--- src/design/cpu_defs.svh ---
`ifndef CPU_DEFS_SVH
`define CPU_DEFS_SVH

`define CPU_XLEN      32
`define CPU_NREG      32
`define CPU_RESET_PC  32'h0000_0000

// Instruction layout, opcode on top and the immediate in the low half
`define CPU_OPC_LSB   28
`define CPU_RD_LSB    23
`define CPU_RJ_LSB    18
`define CPU_RK_LSB    13
`define CPU_IMM_W     16

`endif

--- src/design/cpu_pkg.sv ---
`default_nettype none

package cpu_pkg;

    typedef enum logic [3:0] {
        op_add  = 4'h0, op_sub  = 4'h1, op_and  = 4'h2, op_or   = 4'h3,
        op_xor  = 4'h4, op_slt  = 4'h5, op_addi = 4'h6, op_lui  = 4'h7,
        op_lw   = 4'h8, op_sw   = 4'h9, op_beq  = 4'ha, op_bne  = 4'hb
    } opcode_e;

    typedef enum logic [2:0] {
        alu_add, alu_sub, alu_and, alu_or, alu_xor, alu_slt, alu_lui
    } alu_op_e;

    typedef enum logic [1:0] {
        mem_none  = 2'd0,
        mem_load  = 2'd1,
        mem_store = 2'd2
    } mem_op_e;

    typedef enum logic {
        ic_idle = 1'b0,
        ic_read = 1'b1
    } icache_op_e;

endpackage

`default_nettype wire

--- src/design/cpu_top.sv ---
`timescale 1ns/100ps
`default_nettype none

`include "cpu_defs.svh"

module cpu_top (
    input  logic                  clk,
    input  logic                  arst_n,

    output cpu_pkg::icache_op_e   icache_op,
    output logic [`CPU_XLEN-1:0]  icache_pa,
    input  logic [`CPU_XLEN-1:0]  icache_data,
    input  logic                  icache_busy,
    input  logic                  icache_data_valid,

    output cpu_pkg::mem_op_e      dcache_op,
    output logic [`CPU_XLEN-1:0]  dcache_pa,
    output logic [`CPU_XLEN-1:0]  wr_dcache_data,
    input  logic [`CPU_XLEN-1:0]  rd_dcache_data,
    input  logic                  dcache_busy,
    input  logic                  dcache_data_valid,

    output logic                  debug_wb_valid,
    output logic [`CPU_XLEN-1:0]  debug_wb_pc,
    output logic [`CPU_XLEN-1:0]  debug_wb_inst,
    output logic [3:0]            debug_wb_rf_wen,
    output logic [4:0]            debug_wb_rf_wnum,
    output logic [`CPU_XLEN-1:0]  debug_wb_rf_wdata
);

    import cpu_pkg::*;

    logic if_valid, id_rdy_in, ex_rdy_in, wb_rdy_in;
    logic [`CPU_XLEN-1:0] if_pc, if_inst;

    logic id_valid, id_is_branch, id_branch_ne, id_we, id_use_imm;
    logic [`CPU_XLEN-1:0] id_pc, id_inst, id_imm, id_a, id_b;
    logic [4:0] id_rd, id_rj, id_rk;
    alu_op_e id_alu_op;
    mem_op_e id_mem_op;

    logic ex_valid, ex_we;
    logic [`CPU_XLEN-1:0] ex_pc, ex_inst, ex_result, ex_store_data;
    logic [4:0] ex_rd;
    mem_op_e ex_mem_op;

    logic [4:0] rf_rj, rf_rk, reg_rd, ex_load_rd, fwd_rd;
    logic [`CPU_XLEN-1:0] rf_rj_data, rf_rk_data, reg_data, fwd_data, target;
    logic reg_we, ex_load_valid, fwd_valid, redirect;
    logic flush_if, flush_id;

    // A taken branch kills everything younger than execute
    assign flush_if = redirect;
    assign flush_id = redirect;

    reg_file u_reg_file (
        .clk, .arst_n,
        .rj(rf_rj), .rk(rf_rk),
        .rj_data(rf_rj_data), .rk_data(rf_rk_data),
        .we(reg_we), .rd(reg_rd), .rd_data(reg_data)
    );

    fetch u_fetch (
        .clk, .arst_n,
        .icache_op, .icache_pa, .icache_data, .icache_busy, .icache_data_valid,
        .flush(flush_if), .target,
        .next_rdy_in(id_rdy_in),
        .out_valid(if_valid), .out_pc(if_pc), .out_inst(if_inst)
    );

    decode u_decode (
        .clk, .arst_n,
        .flush(flush_id), .rdy_in(id_rdy_in),
        .in_valid(if_valid), .in_pc(if_pc), .in_inst(if_inst),
        .rj(rf_rj), .rk(rf_rk), .rj_data(rf_rj_data), .rk_data(rf_rk_data),
        .ex_load_valid, .ex_load_rd,
        .next_rdy_in(ex_rdy_in),
        .out_valid(id_valid), .out_pc(id_pc), .out_inst(id_inst),
        .out_alu_op(id_alu_op), .out_mem_op(id_mem_op),
        .out_is_branch(id_is_branch), .out_branch_ne(id_branch_ne),
        .out_rd(id_rd), .out_rj(id_rj), .out_rk(id_rk), .out_we(id_we),
        .out_imm(id_imm), .out_use_imm(id_use_imm), .out_a(id_a), .out_b(id_b)
    );

    execute u_execute (
        .clk, .arst_n,
        .rdy_in(ex_rdy_in),
        .in_valid(id_valid), .in_pc(id_pc), .in_inst(id_inst),
        .in_alu_op(id_alu_op), .in_mem_op(id_mem_op),
        .in_is_branch(id_is_branch), .in_branch_ne(id_branch_ne),
        .in_rd(id_rd), .in_rj(id_rj), .in_rk(id_rk), .in_we(id_we),
        .in_imm(id_imm), .in_use_imm(id_use_imm), .in_a(id_a), .in_b(id_b),
        .fwd_valid, .fwd_rd, .fwd_data,
        .ex_load_valid, .ex_load_rd,
        .redirect, .target,
        .next_rdy_in(wb_rdy_in),
        .out_valid(ex_valid), .out_pc(ex_pc), .out_inst(ex_inst),
        .out_mem_op(ex_mem_op), .out_rd(ex_rd), .out_we(ex_we),
        .out_result(ex_result), .out_store_data(ex_store_data)
    );

    mem_wb u_mem_wb (
        .clk, .arst_n,
        .rdy_in(wb_rdy_in),
        .in_valid(ex_valid), .in_pc(ex_pc), .in_inst(ex_inst),
        .in_mem_op(ex_mem_op), .in_rd(ex_rd), .in_we(ex_we),
        .in_result(ex_result), .in_store_data(ex_store_data),
        .dcache_op, .dcache_pa, .wr_dcache_data, .rd_dcache_data,
        .dcache_busy, .dcache_data_valid,
        .reg_we, .reg_rd, .reg_data,
        .fwd_valid, .fwd_rd, .fwd_data,
        .debug_wb_valid, .debug_wb_pc, .debug_wb_inst,
        .debug_wb_rf_wen, .debug_wb_rf_wnum, .debug_wb_rf_wdata
    );

endmodule

`default_nettype wire

--- src/design/decode.sv ---
`timescale 1ns/100ps
`default_nettype none

`include "cpu_defs.svh"

module decode (
    input  logic                  clk,
    input  logic                  arst_n,
    input  logic                  flush,
    output logic                  rdy_in,
    input  logic                  in_valid,
    input  logic [`CPU_XLEN-1:0]  in_pc,
    input  logic [`CPU_XLEN-1:0]  in_inst,
    output logic [4:0]            rj,
    output logic [4:0]            rk,
    input  logic [`CPU_XLEN-1:0]  rj_data,
    input  logic [`CPU_XLEN-1:0]  rk_data,
    input  logic                  ex_load_valid,
    input  logic [4:0]            ex_load_rd,
    input  logic                  next_rdy_in,
    output logic                  out_valid,
    output logic [`CPU_XLEN-1:0]  out_pc,
    output logic [`CPU_XLEN-1:0]  out_inst,
    output cpu_pkg::alu_op_e      out_alu_op,
    output cpu_pkg::mem_op_e      out_mem_op,
    output logic                  out_is_branch,
    output logic                  out_branch_ne,
    output logic [4:0]            out_rd,
    output logic [4:0]            out_rj,
    output logic [4:0]            out_rk,
    output logic                  out_we,
    output logic [`CPU_XLEN-1:0]  out_imm,
    output logic                  out_use_imm,
    output logic [`CPU_XLEN-1:0]  out_a,
    output logic [`CPU_XLEN-1:0]  out_b
);

    import cpu_pkg::*;

    opcode_e opc;
    alu_op_e alu_op;
    mem_op_e mem_op;
    logic [4:0] f_rd;
    logic [`CPU_IMM_W-1:0] f_imm;
    logic [`CPU_XLEN-1:0] imm;
    logic uses_rj;
    logic uses_rk;
    logic rd_is_src;
    logic writes;
    logic load_use;
    logic take;

    assign opc   = opcode_e'(in_inst[`CPU_OPC_LSB +: 4]);
    assign f_rd  = in_inst[`CPU_RD_LSB +: 5];
    assign f_imm = in_inst[`CPU_IMM_W-1:0];

    // Store and branches take their second source from the rd field
    assign rd_is_src = opc inside {op_sw, op_beq, op_bne};
    assign rj        = in_inst[`CPU_RJ_LSB +: 5];
    assign rk        = rd_is_src ? f_rd : in_inst[`CPU_RK_LSB +: 5];
    assign uses_rj   = opc != op_lui;
    assign uses_rk   = rd_is_src || opc inside {op_add, op_sub, op_and, op_or, op_xor, op_slt};
    assign writes    = opc inside {op_add, op_sub, op_and, op_or, op_xor, op_slt,
                                   op_addi, op_lui, op_lw};
    assign mem_op    = (opc == op_lw) ? mem_load : (opc == op_sw) ? mem_store : mem_none;
    assign imm       = (opc == op_lui) ? {f_imm, {(`CPU_XLEN-`CPU_IMM_W){1'b0}}}
                                       : {{(`CPU_XLEN-`CPU_IMM_W){f_imm[`CPU_IMM_W-1]}}, f_imm};

    always_comb begin
        case (opc)
            op_sub:  alu_op = alu_sub;
            op_and:  alu_op = alu_and;
            op_or:   alu_op = alu_or;
            op_xor:  alu_op = alu_xor;
            op_slt:  alu_op = alu_slt;
            op_lui:  alu_op = alu_lui;
            default: alu_op = alu_add;                  // addi, lw and sw add too
        endcase
    end

    assign load_use = in_valid && ex_load_valid &&
                      ((uses_rj && rj == ex_load_rd) || (uses_rk && rk == ex_load_rd));
    assign take     = !out_valid || next_rdy_in;
    assign rdy_in   = take && !load_use;

    always_ff @(posedge clk or negedge arst_n) begin
        if (!arst_n)
            out_valid <= 1'b0;
        else if (flush)
            out_valid <= 1'b0;
        else if (take)
            out_valid <= in_valid && !load_use;         // Bubble while the load moves on
    end

    always_ff @(posedge clk) begin
        if (rdy_in) begin
            out_pc        <= in_pc;
            out_inst      <= in_inst;
            out_alu_op    <= alu_op;
            out_mem_op    <= mem_op;
            out_is_branch <= opc inside {op_beq, op_bne};
            out_branch_ne <= opc == op_bne;
            out_rd        <= f_rd;
            out_rj        <= rj;
            out_rk        <= rk;
            out_we        <= writes && f_rd != 5'd0;
            out_imm       <= imm;
            out_use_imm   <= opc inside {op_addi, op_lui, op_lw, op_sw};
            out_a         <= rj_data;
            out_b         <= rk_data;
        end
    end

endmodule

`default_nettype wire

--- src/design/execute.sv ---
`timescale 1ns/100ps
`default_nettype none

`include "cpu_defs.svh"

module execute (
    input  logic                  clk,
    input  logic                  arst_n,
    output logic                  rdy_in,
    input  logic                  in_valid,
    input  logic [`CPU_XLEN-1:0]  in_pc,
    input  logic [`CPU_XLEN-1:0]  in_inst,
    input  cpu_pkg::alu_op_e      in_alu_op,
    input  cpu_pkg::mem_op_e      in_mem_op,
    input  logic                  in_is_branch,
    input  logic                  in_branch_ne,
    input  logic [4:0]            in_rd,
    input  logic [4:0]            in_rj,
    input  logic [4:0]            in_rk,
    input  logic                  in_we,
    input  logic [`CPU_XLEN-1:0]  in_imm,
    input  logic                  in_use_imm,
    input  logic [`CPU_XLEN-1:0]  in_a,
    input  logic [`CPU_XLEN-1:0]  in_b,
    input  logic                  fwd_valid,
    input  logic [4:0]            fwd_rd,
    input  logic [`CPU_XLEN-1:0]  fwd_data,
    output logic                  ex_load_valid,
    output logic [4:0]            ex_load_rd,
    output logic                  redirect,
    output logic [`CPU_XLEN-1:0]  target,
    input  logic                  next_rdy_in,
    output logic                  out_valid,
    output logic [`CPU_XLEN-1:0]  out_pc,
    output logic [`CPU_XLEN-1:0]  out_inst,
    output cpu_pkg::mem_op_e      out_mem_op,
    output logic [4:0]            out_rd,
    output logic                  out_we,
    output logic [`CPU_XLEN-1:0]  out_result,
    output logic [`CPU_XLEN-1:0]  out_store_data
);

    import cpu_pkg::*;

    logic [`CPU_XLEN-1:0] op_a;
    logic [`CPU_XLEN-1:0] op_b;
    logic [`CPU_XLEN-1:0] src2;
    logic [`CPU_XLEN-1:0] result;
    logic taken;

    assign op_a = (fwd_valid && in_rj != 5'd0 && fwd_rd == in_rj) ? fwd_data : in_a;
    assign op_b = (fwd_valid && in_rk != 5'd0 && fwd_rd == in_rk) ? fwd_data : in_b;
    assign src2 = in_use_imm ? in_imm : op_b;

    always_comb begin
        case (in_alu_op)
            alu_sub: result = op_a - src2;
            alu_and: result = op_a & src2;
            alu_or:  result = op_a | src2;
            alu_xor: result = op_a ^ src2;
            alu_slt: result = {{(`CPU_XLEN-1){1'b0}}, $signed(op_a) < $signed(src2)};
            alu_lui: result = src2;                     // Immediate already in upper half
            default: result = op_a + src2;
        endcase
    end

    assign taken    = in_is_branch && ((op_a == op_b) != in_branch_ne);
    assign rdy_in   = !out_valid || next_rdy_in;
    assign redirect = in_valid && taken && rdy_in;      // Only as the branch moves on
    assign target   = in_pc + {in_imm[`CPU_XLEN-3:0], 2'b00};

    assign ex_load_valid = in_valid && in_mem_op == mem_load && in_we;
    assign ex_load_rd    = in_rd;

    always_ff @(posedge clk or negedge arst_n) begin
        if (!arst_n)
            out_valid <= 1'b0;
        else if (rdy_in)
            out_valid <= in_valid;
    end

    always_ff @(posedge clk) begin
        if (rdy_in) begin
            out_pc         <= in_pc;
            out_inst       <= in_inst;
            out_mem_op     <= in_mem_op;
            out_rd         <= in_rd;
            out_we         <= in_we;
            out_result     <= result;
            out_store_data <= op_b;
        end
    end

endmodule

`default_nettype wire

--- src/design/fetch.sv ---
`timescale 1ns/100ps
`default_nettype none

`include "cpu_defs.svh"

module fetch (
    input  logic                  clk,
    input  logic                  arst_n,
    output cpu_pkg::icache_op_e   icache_op,
    output logic [`CPU_XLEN-1:0]  icache_pa,
    input  logic [`CPU_XLEN-1:0]  icache_data,
    input  logic                  icache_busy,
    input  logic                  icache_data_valid,
    input  logic                  flush,
    input  logic [`CPU_XLEN-1:0]  target,
    input  logic                  next_rdy_in,
    output logic                  out_valid,
    output logic [`CPU_XLEN-1:0]  out_pc,
    output logic [`CPU_XLEN-1:0]  out_inst
);

    import cpu_pkg::*;

    logic [`CPU_XLEN-1:0] pc;
    logic [`CPU_XLEN-1:0] req_pc;
    logic pending;
    logic discard;
    logic req;
    logic ret;
    logic keep;

    // Output register is free by the time the single return comes back
    assign req  = !pending && !icache_busy && !flush && (!out_valid || next_rdy_in);
    assign ret  = pending && icache_data_valid;
    assign keep = ret && !discard && !flush;

    assign icache_op = req ? ic_read : ic_idle;
    assign icache_pa = pc;

    always_ff @(posedge clk or negedge arst_n) begin
        if (!arst_n) begin
            pc        <= `CPU_RESET_PC;
            pending   <= 1'b0;
            discard   <= 1'b0;
            out_valid <= 1'b0;
        end else begin
            if (flush)
                pc <= target;
            else if (req)
                pc <= pc + 4;
            if (req)
                pending <= 1'b1;
            else if (ret)
                pending <= 1'b0;
            if (ret)
                discard <= 1'b0;
            else if (flush && pending)
                discard <= 1'b1;                    // Stale return still in flight
            if (flush)
                out_valid <= 1'b0;
            else if (keep)
                out_valid <= 1'b1;
            else if (next_rdy_in)
                out_valid <= 1'b0;
        end
    end

    always_ff @(posedge clk) begin
        if (req)
            req_pc <= pc;
        if (keep) begin
            out_pc   <= req_pc;
            out_inst <= icache_data;
        end
    end

endmodule

`default_nettype wire

--- src/design/mem_wb.sv ---
`timescale 1ns/100ps
`default_nettype none

`include "cpu_defs.svh"

module mem_wb (
    input  logic                  clk,
    input  logic                  arst_n,
    output logic                  rdy_in,
    input  logic                  in_valid,
    input  logic [`CPU_XLEN-1:0]  in_pc,
    input  logic [`CPU_XLEN-1:0]  in_inst,
    input  cpu_pkg::mem_op_e      in_mem_op,
    input  logic [4:0]            in_rd,
    input  logic                  in_we,
    input  logic [`CPU_XLEN-1:0]  in_result,
    input  logic [`CPU_XLEN-1:0]  in_store_data,
    output cpu_pkg::mem_op_e      dcache_op,
    output logic [`CPU_XLEN-1:0]  dcache_pa,
    output logic [`CPU_XLEN-1:0]  wr_dcache_data,
    input  logic [`CPU_XLEN-1:0]  rd_dcache_data,
    input  logic                  dcache_busy,
    input  logic                  dcache_data_valid,
    output logic                  reg_we,
    output logic [4:0]            reg_rd,
    output logic [`CPU_XLEN-1:0]  reg_data,
    output logic                  fwd_valid,
    output logic [4:0]            fwd_rd,
    output logic [`CPU_XLEN-1:0]  fwd_data,
    output logic                  debug_wb_valid,
    output logic [`CPU_XLEN-1:0]  debug_wb_pc,
    output logic [`CPU_XLEN-1:0]  debug_wb_inst,
    output logic [3:0]            debug_wb_rf_wen,
    output logic [4:0]            debug_wb_rf_wnum,
    output logic [`CPU_XLEN-1:0]  debug_wb_rf_wdata
);

    import cpu_pkg::*;

    typedef enum logic [1:0] {st_idle, st_req, st_wait} state_e;

    state_e state;
    state_e phase;
    logic next_rdy_in;
    logic issue;
    logic done;
    logic [`CPU_XLEN-1:0] wb_data;

    assign next_rdy_in = 1'b1;                          // Nothing downstream

    // The register only remembers an issued load, a held item needs its request
    always_comb begin
        if (state == st_wait)
            phase = st_wait;
        else if (in_valid && in_mem_op != mem_none)
            phase = st_req;
        else
            phase = st_idle;
    end

    assign issue = phase == st_req && !dcache_busy;
    assign done  = in_valid && (phase == st_idle || (issue && in_mem_op == mem_store) ||
                                (phase == st_wait && dcache_data_valid));
    assign rdy_in = !in_valid || (done && next_rdy_in);

    assign dcache_op      = issue ? in_mem_op : mem_none;
    assign dcache_pa      = in_result;
    assign wr_dcache_data = in_store_data;

    assign wb_data   = (in_mem_op == mem_load) ? rd_dcache_data : in_result;
    assign reg_we    = done && in_we;
    assign reg_rd    = in_rd;
    assign reg_data  = wb_data;
    assign fwd_valid = reg_we;                          // Pending load forwards nothing
    assign fwd_rd    = in_rd;
    assign fwd_data  = wb_data;

    always_ff @(posedge clk or negedge arst_n) begin
        if (!arst_n) begin
            state           <= st_idle;
            debug_wb_valid  <= 1'b0;
            debug_wb_rf_wen <= 4'h0;
        end else begin
            if (issue && in_mem_op == mem_load)
                state <= st_wait;
            else if (dcache_data_valid)
                state <= st_idle;
            debug_wb_valid  <= done;
            debug_wb_rf_wen <= {4{reg_we}};
        end
    end

    always_ff @(posedge clk) begin
        if (done) begin
            debug_wb_pc       <= in_pc;
            debug_wb_inst     <= in_inst;
            debug_wb_rf_wnum  <= in_rd;
            debug_wb_rf_wdata <= wb_data;
        end
    end

endmodule

`default_nettype wire

--- src/design/reg_file.sv ---
`timescale 1ns/100ps
`default_nettype none

`include "cpu_defs.svh"

module reg_file (
    input  logic                 clk,
    input  logic                 arst_n,
    input  logic [4:0]           rj,
    input  logic [4:0]           rk,
    output logic [`CPU_XLEN-1:0] rj_data,
    output logic [`CPU_XLEN-1:0] rk_data,
    input  logic                 we,
    input  logic [4:0]           rd,
    input  logic [`CPU_XLEN-1:0] rd_data
);

    logic [`CPU_XLEN-1:0] regs [`CPU_NREG];

    always_ff @(posedge clk or negedge arst_n) begin
        if (!arst_n) begin
            for (int i = 0; i < `CPU_NREG; i++)
                regs[i] <= '0;
        end else if (we && rd != 5'd0) begin
            regs[rd] <= rd_data;
        end
    end

    // Same-cycle write is visible to decode
    assign rj_data = (rj == 5'd0) ? '0 : (we && rd == rj) ? rd_data : regs[rj];
    assign rk_data = (rk == 5'd0) ? '0 : (we && rd == rk) ? rd_data : regs[rk];

endmodule

`default_nettype wire

--- config.mk ---
export PLATFORM = sky130hd
export DESIGN_NAME = cpu_top
export DESIGN_NICKNAME = d
export VERILOG_FILES = /design/src/design/cpu_pkg.sv /design/src/design/cpu_top.sv /design/src/design/decode.sv /design/src/design/execute.sv /design/src/design/fetch.sv /design/src/design/mem_wb.sv /design/src/design/reg_file.sv
export VERILOG_INCLUDE_DIRS = /design/src /design/src/design
export SDC_FILE = /design/constraint.sdc
export NUM_CORES = 2
export LEC_CHECK = 0
export BUFFER_PORTS_ARGS = -buffer_cell sky130_fd_sc_hd__buf_2
export CAP_MARGIN = 15
export CORE_ASPECT_RATIO = 0.7
export CORE_MARGIN = 1.5
export CORE_UTILIZATION = 60
export DETAILED_ROUTE_END_ITERATION = 7
export HOLD_SLACK_MARGIN = 0.05
export PLACE_DENSITY_LB_ADDON = 0.12
export SLEW_MARGIN = 25
export SYNTH_ARGS = -nofsm -noshare
export SYNTH_HDL_FRONTEND = slang
export SYNTH_SLANG_ARGS = --single-unit
--- constraint.sdc ---
create_clock -name clk -period 10.88 [get_ports clk]
set_clock_uncertainty 0.05 [all_clocks]
set_input_delay 0.544 -clock clk [delete_from_list [all_inputs] [get_ports clk]]
set_output_delay 0.544 -clock clk [all_outputs]
set_load 0.005 [all_outputs]
== After elaboration in Yosys (flattened, before gate mapping) ==
Cells that the tools add are included.
Operators by class
  $add $sub $neg: 4
  magnitude comparators: 5
  eq/ne operators: 32
  mux-type cells: 37
  bitwise operators: 6
  reductions and logical operators: 71
Operator list (count)
  $bwmux 1024: 1
  $mux 32: 13
  $bmux 32 s5: 2
  $pmux 32 s6: 1
  $demux 32 s5: 1
  $add 32x32->32: 2
  $logic_and 1x1->1: 34
  $add 32x3->32 const B: 1
  $and 32x32->32: 1
  $eq 32x32->1: 1
  $lt 32x32->1: 1
  $or 32x32->32: 1
  $sub 32x32->32: 1
  $xor 32x32->32: 1
  $mux 31: 1
  $eq 5x5->1: 6
  $reduce_bool 5->1: 4
  $ge 6x6->1 const B: 3
  $not 5->6: 3
  $pmux 3 s6: 1
  $eq 4x3->1 const B: 4
  $eq 4x4->1 const B: 4
  $reduce_bool 2->1: 7
  $mux 1: 11
  21 further kinds: 50
Word-level totals
  bits in registers: 1582
  bits of input ports: 70
  output and inout bits: 205
  logic and storage cells: 225

== Logic depth before layout (Yosys ltp) ==
  word-level depth: 24
  mapped depth: 23
  mapped depth without buffers: 19

== Cells and area by module ==
Synthesis repeated with hierarchy kept, for this count alone.
Second synthesis, totals
  cell total of the unflattened synthesis: 6190
  area, all modules: 84115.7 sq um
By module, submodules not included
  reg_file: instances 1, cells each 3673, area an instance 54544.8 sq um, sequential area each 25624.6 sq um
  execute: instances 1, cells each 1624, area an instance 13925.9 sq um, sequential area each 4108.9 sq um
  decode: instances 1, cells each 310, area an instance 6040.8 sq um, sequential area each 5220.0 sq um
  fetch: instances 1, cells each 322, area an instance 5033.6 sq um, sequential area each 3758.6 sq um
  mem_wb: instances 1, cells each 261, area an instance 4570.6 sq um, sequential area each 3108.0 sq um

== Worst setup path before layout ==
Ideal clock, no wire load.
  path type: input -> register
  from: in dcache_busy
  to: reg u_fetch.out_inst[0] (enable)
  library setup time: 0.578 ns
  data arrival time: 8.987 ns
  data required time: 10.252 ns
  setup slack: 1.265 ns
  stages on the path: 8
  buffers on the path: 1
  path through: a21oi_1 > o21ai_0 > nand2_1 > nand3_1 > nor2_1 > mux2i_1 > buf_6 > nor3b_1
On the way
  longest elaborated chain between the ends: 17
  elaborated cells between the ends (all ways): 22
  those cells by class: eq/ne (2); mux (2); reduce/logical (18)
RTL lines
  from (decl): line cpu_top.sv:20  | input logic dcache_busy,
  $logic_not 1->1 *: line mem_wb.sv:61  | assign issue = phase == st_req && !dcache_busy;
  $logic_and 1x1->1 *: line mem_wb.sv:61
  $logic_and 1x1->1 *: line mem_wb.sv:62  | assign done = in_valid && (phase == st_idle || (issue && in_mem_op == mem_store) ||
  $logic_or 1x1->1 * (2 in a row): line mem_wb.sv:62
  $logic_and 1x1->1 *: line mem_wb.sv:62
  $logic_and 1x1->1: line mem_wb.sv:71  | assign reg_we = done && in_we;
  $logic_and 1x1->1 (on tied branches) (2 in a row): line execute.sv:51, execute.sv:52
  $mux 32 (on tied branches): line execute.sv:51, execute.sv:52
  $eq 32x32->1: line execute.sv:67  | assign taken = in_is_branch && ((op_a == op_b) != in_branch_ne);
  $ne 1x1->1: line execute.sv:67
  $logic_and 1x1->1: line execute.sv:67
  $logic_and 1x1->1: line execute.sv:69  | assign redirect = in_valid && taken && rdy_in;
  $logic_and 1x1->1 *: line execute.sv:69
  $logic_not 1->1 *: line fetch.sv:35  | assign keep = ret && !discard && !flush;
  $logic_and 1x1->1 *: line fetch.sv:35
  via u_fetch.keep: line fetch.sv:30  | logic keep;
  to (signal assigned): line fetch.sv:73  | out_inst <= icache_data;
  to (decl): line fetch.sv:19  | output logic [`CPU_XLEN-1:0] out_inst
The timed path passes the listed nets; every way through them passes the cells marked *.
A chain may end at the register's enable or synchronous reset.

== Worst setup path in the final report ==
  from: reg u_execute.out_mem_op[1]
  to: out icache_op
On the way
  elaborated cells between the ends (all ways): 37
  those cells by class: eq/ne (6); mux (6); reduce/logical (25)
RTL lines
  from (decl): line execute.sv:36  | output cpu_pkg::mem_op_e out_mem_op,
  from (signal assigned): line execute.sv:86  | out_mem_op <= in_mem_op;
  $eq 2x1->1 *: line mem_wb.sv:70  | assign wb_data = (in_mem_op == mem_load) ? rd_dcache_data : in_result;
  $mux 32 *: line mem_wb.sv:70
  via fwd_data[4]: line cpu_top.sv:48  | logic [`CPU_XLEN-1:0] rf_rj_data, rf_rk_data, reg_data, fwd_data, target;
  $mux 32 (on tied branches): line execute.sv:51, execute.sv:52
  $eq 32x32->1 *: line execute.sv:67
  $ne 1x1->1 *: line execute.sv:67
  $logic_and 1x1->1 *: line execute.sv:67
  $logic_and 1x1->1 * (2 in a row): line execute.sv:69
  $logic_not 1->1 *: line fetch.sv:33  | assign req = !pending && !icache_busy && !flush && (!out_valid || next_rdy_in);
  $logic_and 1x1->1 * (2 in a row): line fetch.sv:33
  $mux 1 *: line fetch.sv:37  | assign icache_op = req ? ic_read : ic_idle;
  to (decl): line cpu_top.sv:10  | output cpu_pkg::icache_op_e icache_op,
Marked as above.

==> impl_results.md <==
- R2R Path End: u_execute.out_result[20]$_DFFE_PN_
- Ratio of cells with drive above 1 in the final layout: 12.66%
- CTS tree: built
- Final core occ: 67.14%
- Area Growth Syn to Fin: 10.35%
- Die width: ~440 µm
- Reg-to-reg setup timing slack: 3.29 ns
- Via density: 6.757
- Fin nets: 8526
- Number of distinct library cells after synthesis: 88
- Post-DR wirelength/cell: 29.04 µm
- Vias in the first global route: 63390
- Height of the die: about 310 µm
- RSZ-0062 raised after global routing: false
- Cell Area, Synth: between 0.08 and 0.09 mm²
- GR Overflow Total: 0
- Post-Synth XOR/XNOR Area: 1.375%
- Crit path to: icache_op
- DRC viols: 0
- Crit path required time: 10.29 ns
- Clk sink count: between 1500 and 2000
- H-tree depth: 4
- Total Power: 27.19 mW
- Critical path launch point type: register
- Row count: 112
- Clock slew at reported path FFs: 0.07 ns
- Fmax: 0.1250 GHz
- Setup crit end kind: output pin
- CP max FO: 38
- Final period utilization: approximately 74%
- Post-DRT Antenna Nets: 0
- Yosys Warn Count: 0
- Synthesized flop and latch total: 1560
- Worst path arrival time: 7.41 ns
- Slew @ Worst Pin: around 1.2 ns
- P per Cell Area: 302.3 mW/mm²
- Tmin final: 8.002 ns
- Initial antenna violation count: 19
- Post-DP HPWL: around 180 mm
- Number of synthesized flops with an enable pin: 496
- Reg2Reg Depth: 19
- Aggregate global-route resource usage: 42.29%
- Largest net degree at the start of global routing: about 170
- # IOs: 275
- Most common cell after layout, fill and taps aside: nand2_1
- Post-synthesis net count: a little under 9000
- First-pass GRT wire length: between 400 and 500 mm
- Initial Util: 60.85%
- # Max-Cap Violations: 0
- Sequential area share after synthesis: 50.94%
- 1st-iter DRT viols: 11090
- Synth Area in Simple Gates: 15.71%
- Post-synth ARST share: 68.21%
- Final Hold Vio Count: 0
- CTS buffer count: around 150
- Status: completed
- Max FFs per register: ~1000
- Adder and majority cell fraction of the synthesized area: 2.023%
- Max_slew headroom: 21.96%
- Final WL: 296.9 mm
- Leak: 37.26 nW
- Largest family of logic cells by synthesized area: compound AO/OA/AOI/OAI gates
- Worst Hold Class: primary input to register
- Synth Flop Type: dfrtp_1
- Commonest non-fill, non-tap cells in the layout: 1811 x nand2_1, 1064 x dfrtp_1, 736 x o21ai_0, 672 x a21oi_1, 595 x nor2_1
- Via Count: a little under 70000
- Mux cell area share after synthesis: 9.425%
- Die area: between 0.1 and 0.15 mm²
- R2r startpoint: u_execute.out_mem_op[1]$_DFFE_PN_
- Setup violations, final: 0
- Root buffer cell: clkbuf_16
- Crit Path Category: register to output pin
- Clk buf depth: 3
- Peak VDD IR: 154.0 µV
- Largest Register: u_reg_file.regs
- Fin. max-slew vios: 0
- PortBufs: 274
- Post-Synthesis Cells: between 8000 and 9000
- Compound-gate portion of the synthesized area: 15.90%
- Mean Syn Cell Area: approximately 9.6 µm²
- Final setup TNS: 0 ns
- Worst skew pair latency: between 0.8 and 0.9 ns
- CORE AREA: 0.1340 mm²
- Pre-Repair DR Iteration Count: 8
- RePlAce Congestion: 1.016
- Critical Path Source: u_execute.out_mem_op[1]$_DFFE_PN_
[critical path, cell delays in order, from the launching register on]
cell and delay [ns]:
edfxtp_1 0.46, nor2b_4 0.13, buf_4 0.71, buf_4 0.54
mux2i_4 0.35, buf_4 0.42, inv_2 0.09, nor4_1 0.69
a211oi_1 0.10, a2111oi_0 0.31, o2111a_1 0.25, a31oi_1 0.10
nor4_2 0.64, mux2i_4 0.33, buf_4 0.53, and2_1 0.22
buf_4 0.40, buf_2 0.20
[cell families after synthesis]
kind of cell,after synthesis
AND/OR/NAND/NOR,3060
AO/OA/AOI/OAI,2163
flip-flops,1560
buffers and inverters,976
multiplexers,458
adder cells (fa/ha/maj),130
XOR/XNOR,128
[synthesized netlist by cell type, drive strengths merged (159+ instances only)]
library cell  count  area, µm²
nor2            604       2267
mux4            238       5360
nand3           179      900.9
inv             211      792.0
and3            204       1276
a311oi          161       1410
a21oi           675       3382
dfrtp          1064      26630
nand2          1824       6847
mux2i           159       1635
clkbuf          664       2492
edfxtp          496      14890
o21ai           752       3764
[metrics by stage]
| step | instance area (µm²) | setup slack (ns) | hold WS [ns] | instances |
|---|---|---|---|---|
| 2_1_floorplan | 81510 | 1.265 | 0.1984 | 8475 |
| 3_3_place_gp | 83970 | 3.785 | 0.3316 | 9887 |
| 3_5_place_dp | 84160 | 3.792 | 0.3370 | 9896 |
| 4_1_cts | 89710 | 3.051 | 0.05738 | 10210 |
| 5_1_grt | 89930 | 2.633 | 0.1102 | 10220 |
| 6_report | 89950 | 2.878 | 0.08924 | 10230 |
[power breakdown]
part / leakage (nW) / internal (mW) / switching, mW
logic: 15.4 / 3.99 / 7.02
clock network: 2.55 / 3.23 / 2.39
registers: 19.4 / 8.53 / 2.02
[worst min path at each step]
stage,depth (start not counted),startpoint,endpoint,slack [ns]
floorplan,0,arst_n,u_decode.out_valid$_DFFE_PN0P_,0.20
global placement,0,u_reg_file.regs[1013]$_DFFE_PN0P_,u_reg_file.regs[1013]$_DFFE_PN0P_,0.33
detailed placement,0,u_reg_file.regs[1022]$_DFFE_PN0P_,u_reg_file.regs[1022]$_DFFE_PN0P_,0.34
CTS,3,dcache_data_valid,u_mem_wb.state[1]$_DFFE_PN0P_,0.06
global route,3,dcache_data_valid,u_mem_wb.state[1]$_DFFE_PN0P_,0.11
finish,4,icache_data_valid,u_fetch.discard$_DFFE_PN0P_,0.09
[routing by layer]
metal | vias to the layer above | GRT usage, % | share of wire [%]
met5 | - | 0 | 0.017
met4 | 8 | 19.74 | 5.3
met3 | 903 | 13.03 | 14
met2 | 4912 | 58.83 | 42
met1 | 33520 | 60.62 | 39
li1 | 29760 | - | -
[what timing repair did]
item                                    CTS  global route
hold buffers                             34             0
endpoints found under the setup margin    0             0
hold endpoints to repair                119             0
resized for setup                         0             0
setup buffers                             0             0
[layout make-up]
class                           count  area (µm²)
Clock buffer                      218        4449
Multi-Input combinational cell   5939       36950
Timing Repair Buffer              460        3206
Clock inverter                     60       765.7
Sequential cell                  1560       41520
Fill cell                       10330       44020
Inverter                          212       820.8
Tap cell                         1767        2211
Antenna cell                       10       25.02
Power figures use the tool's default switching activity.
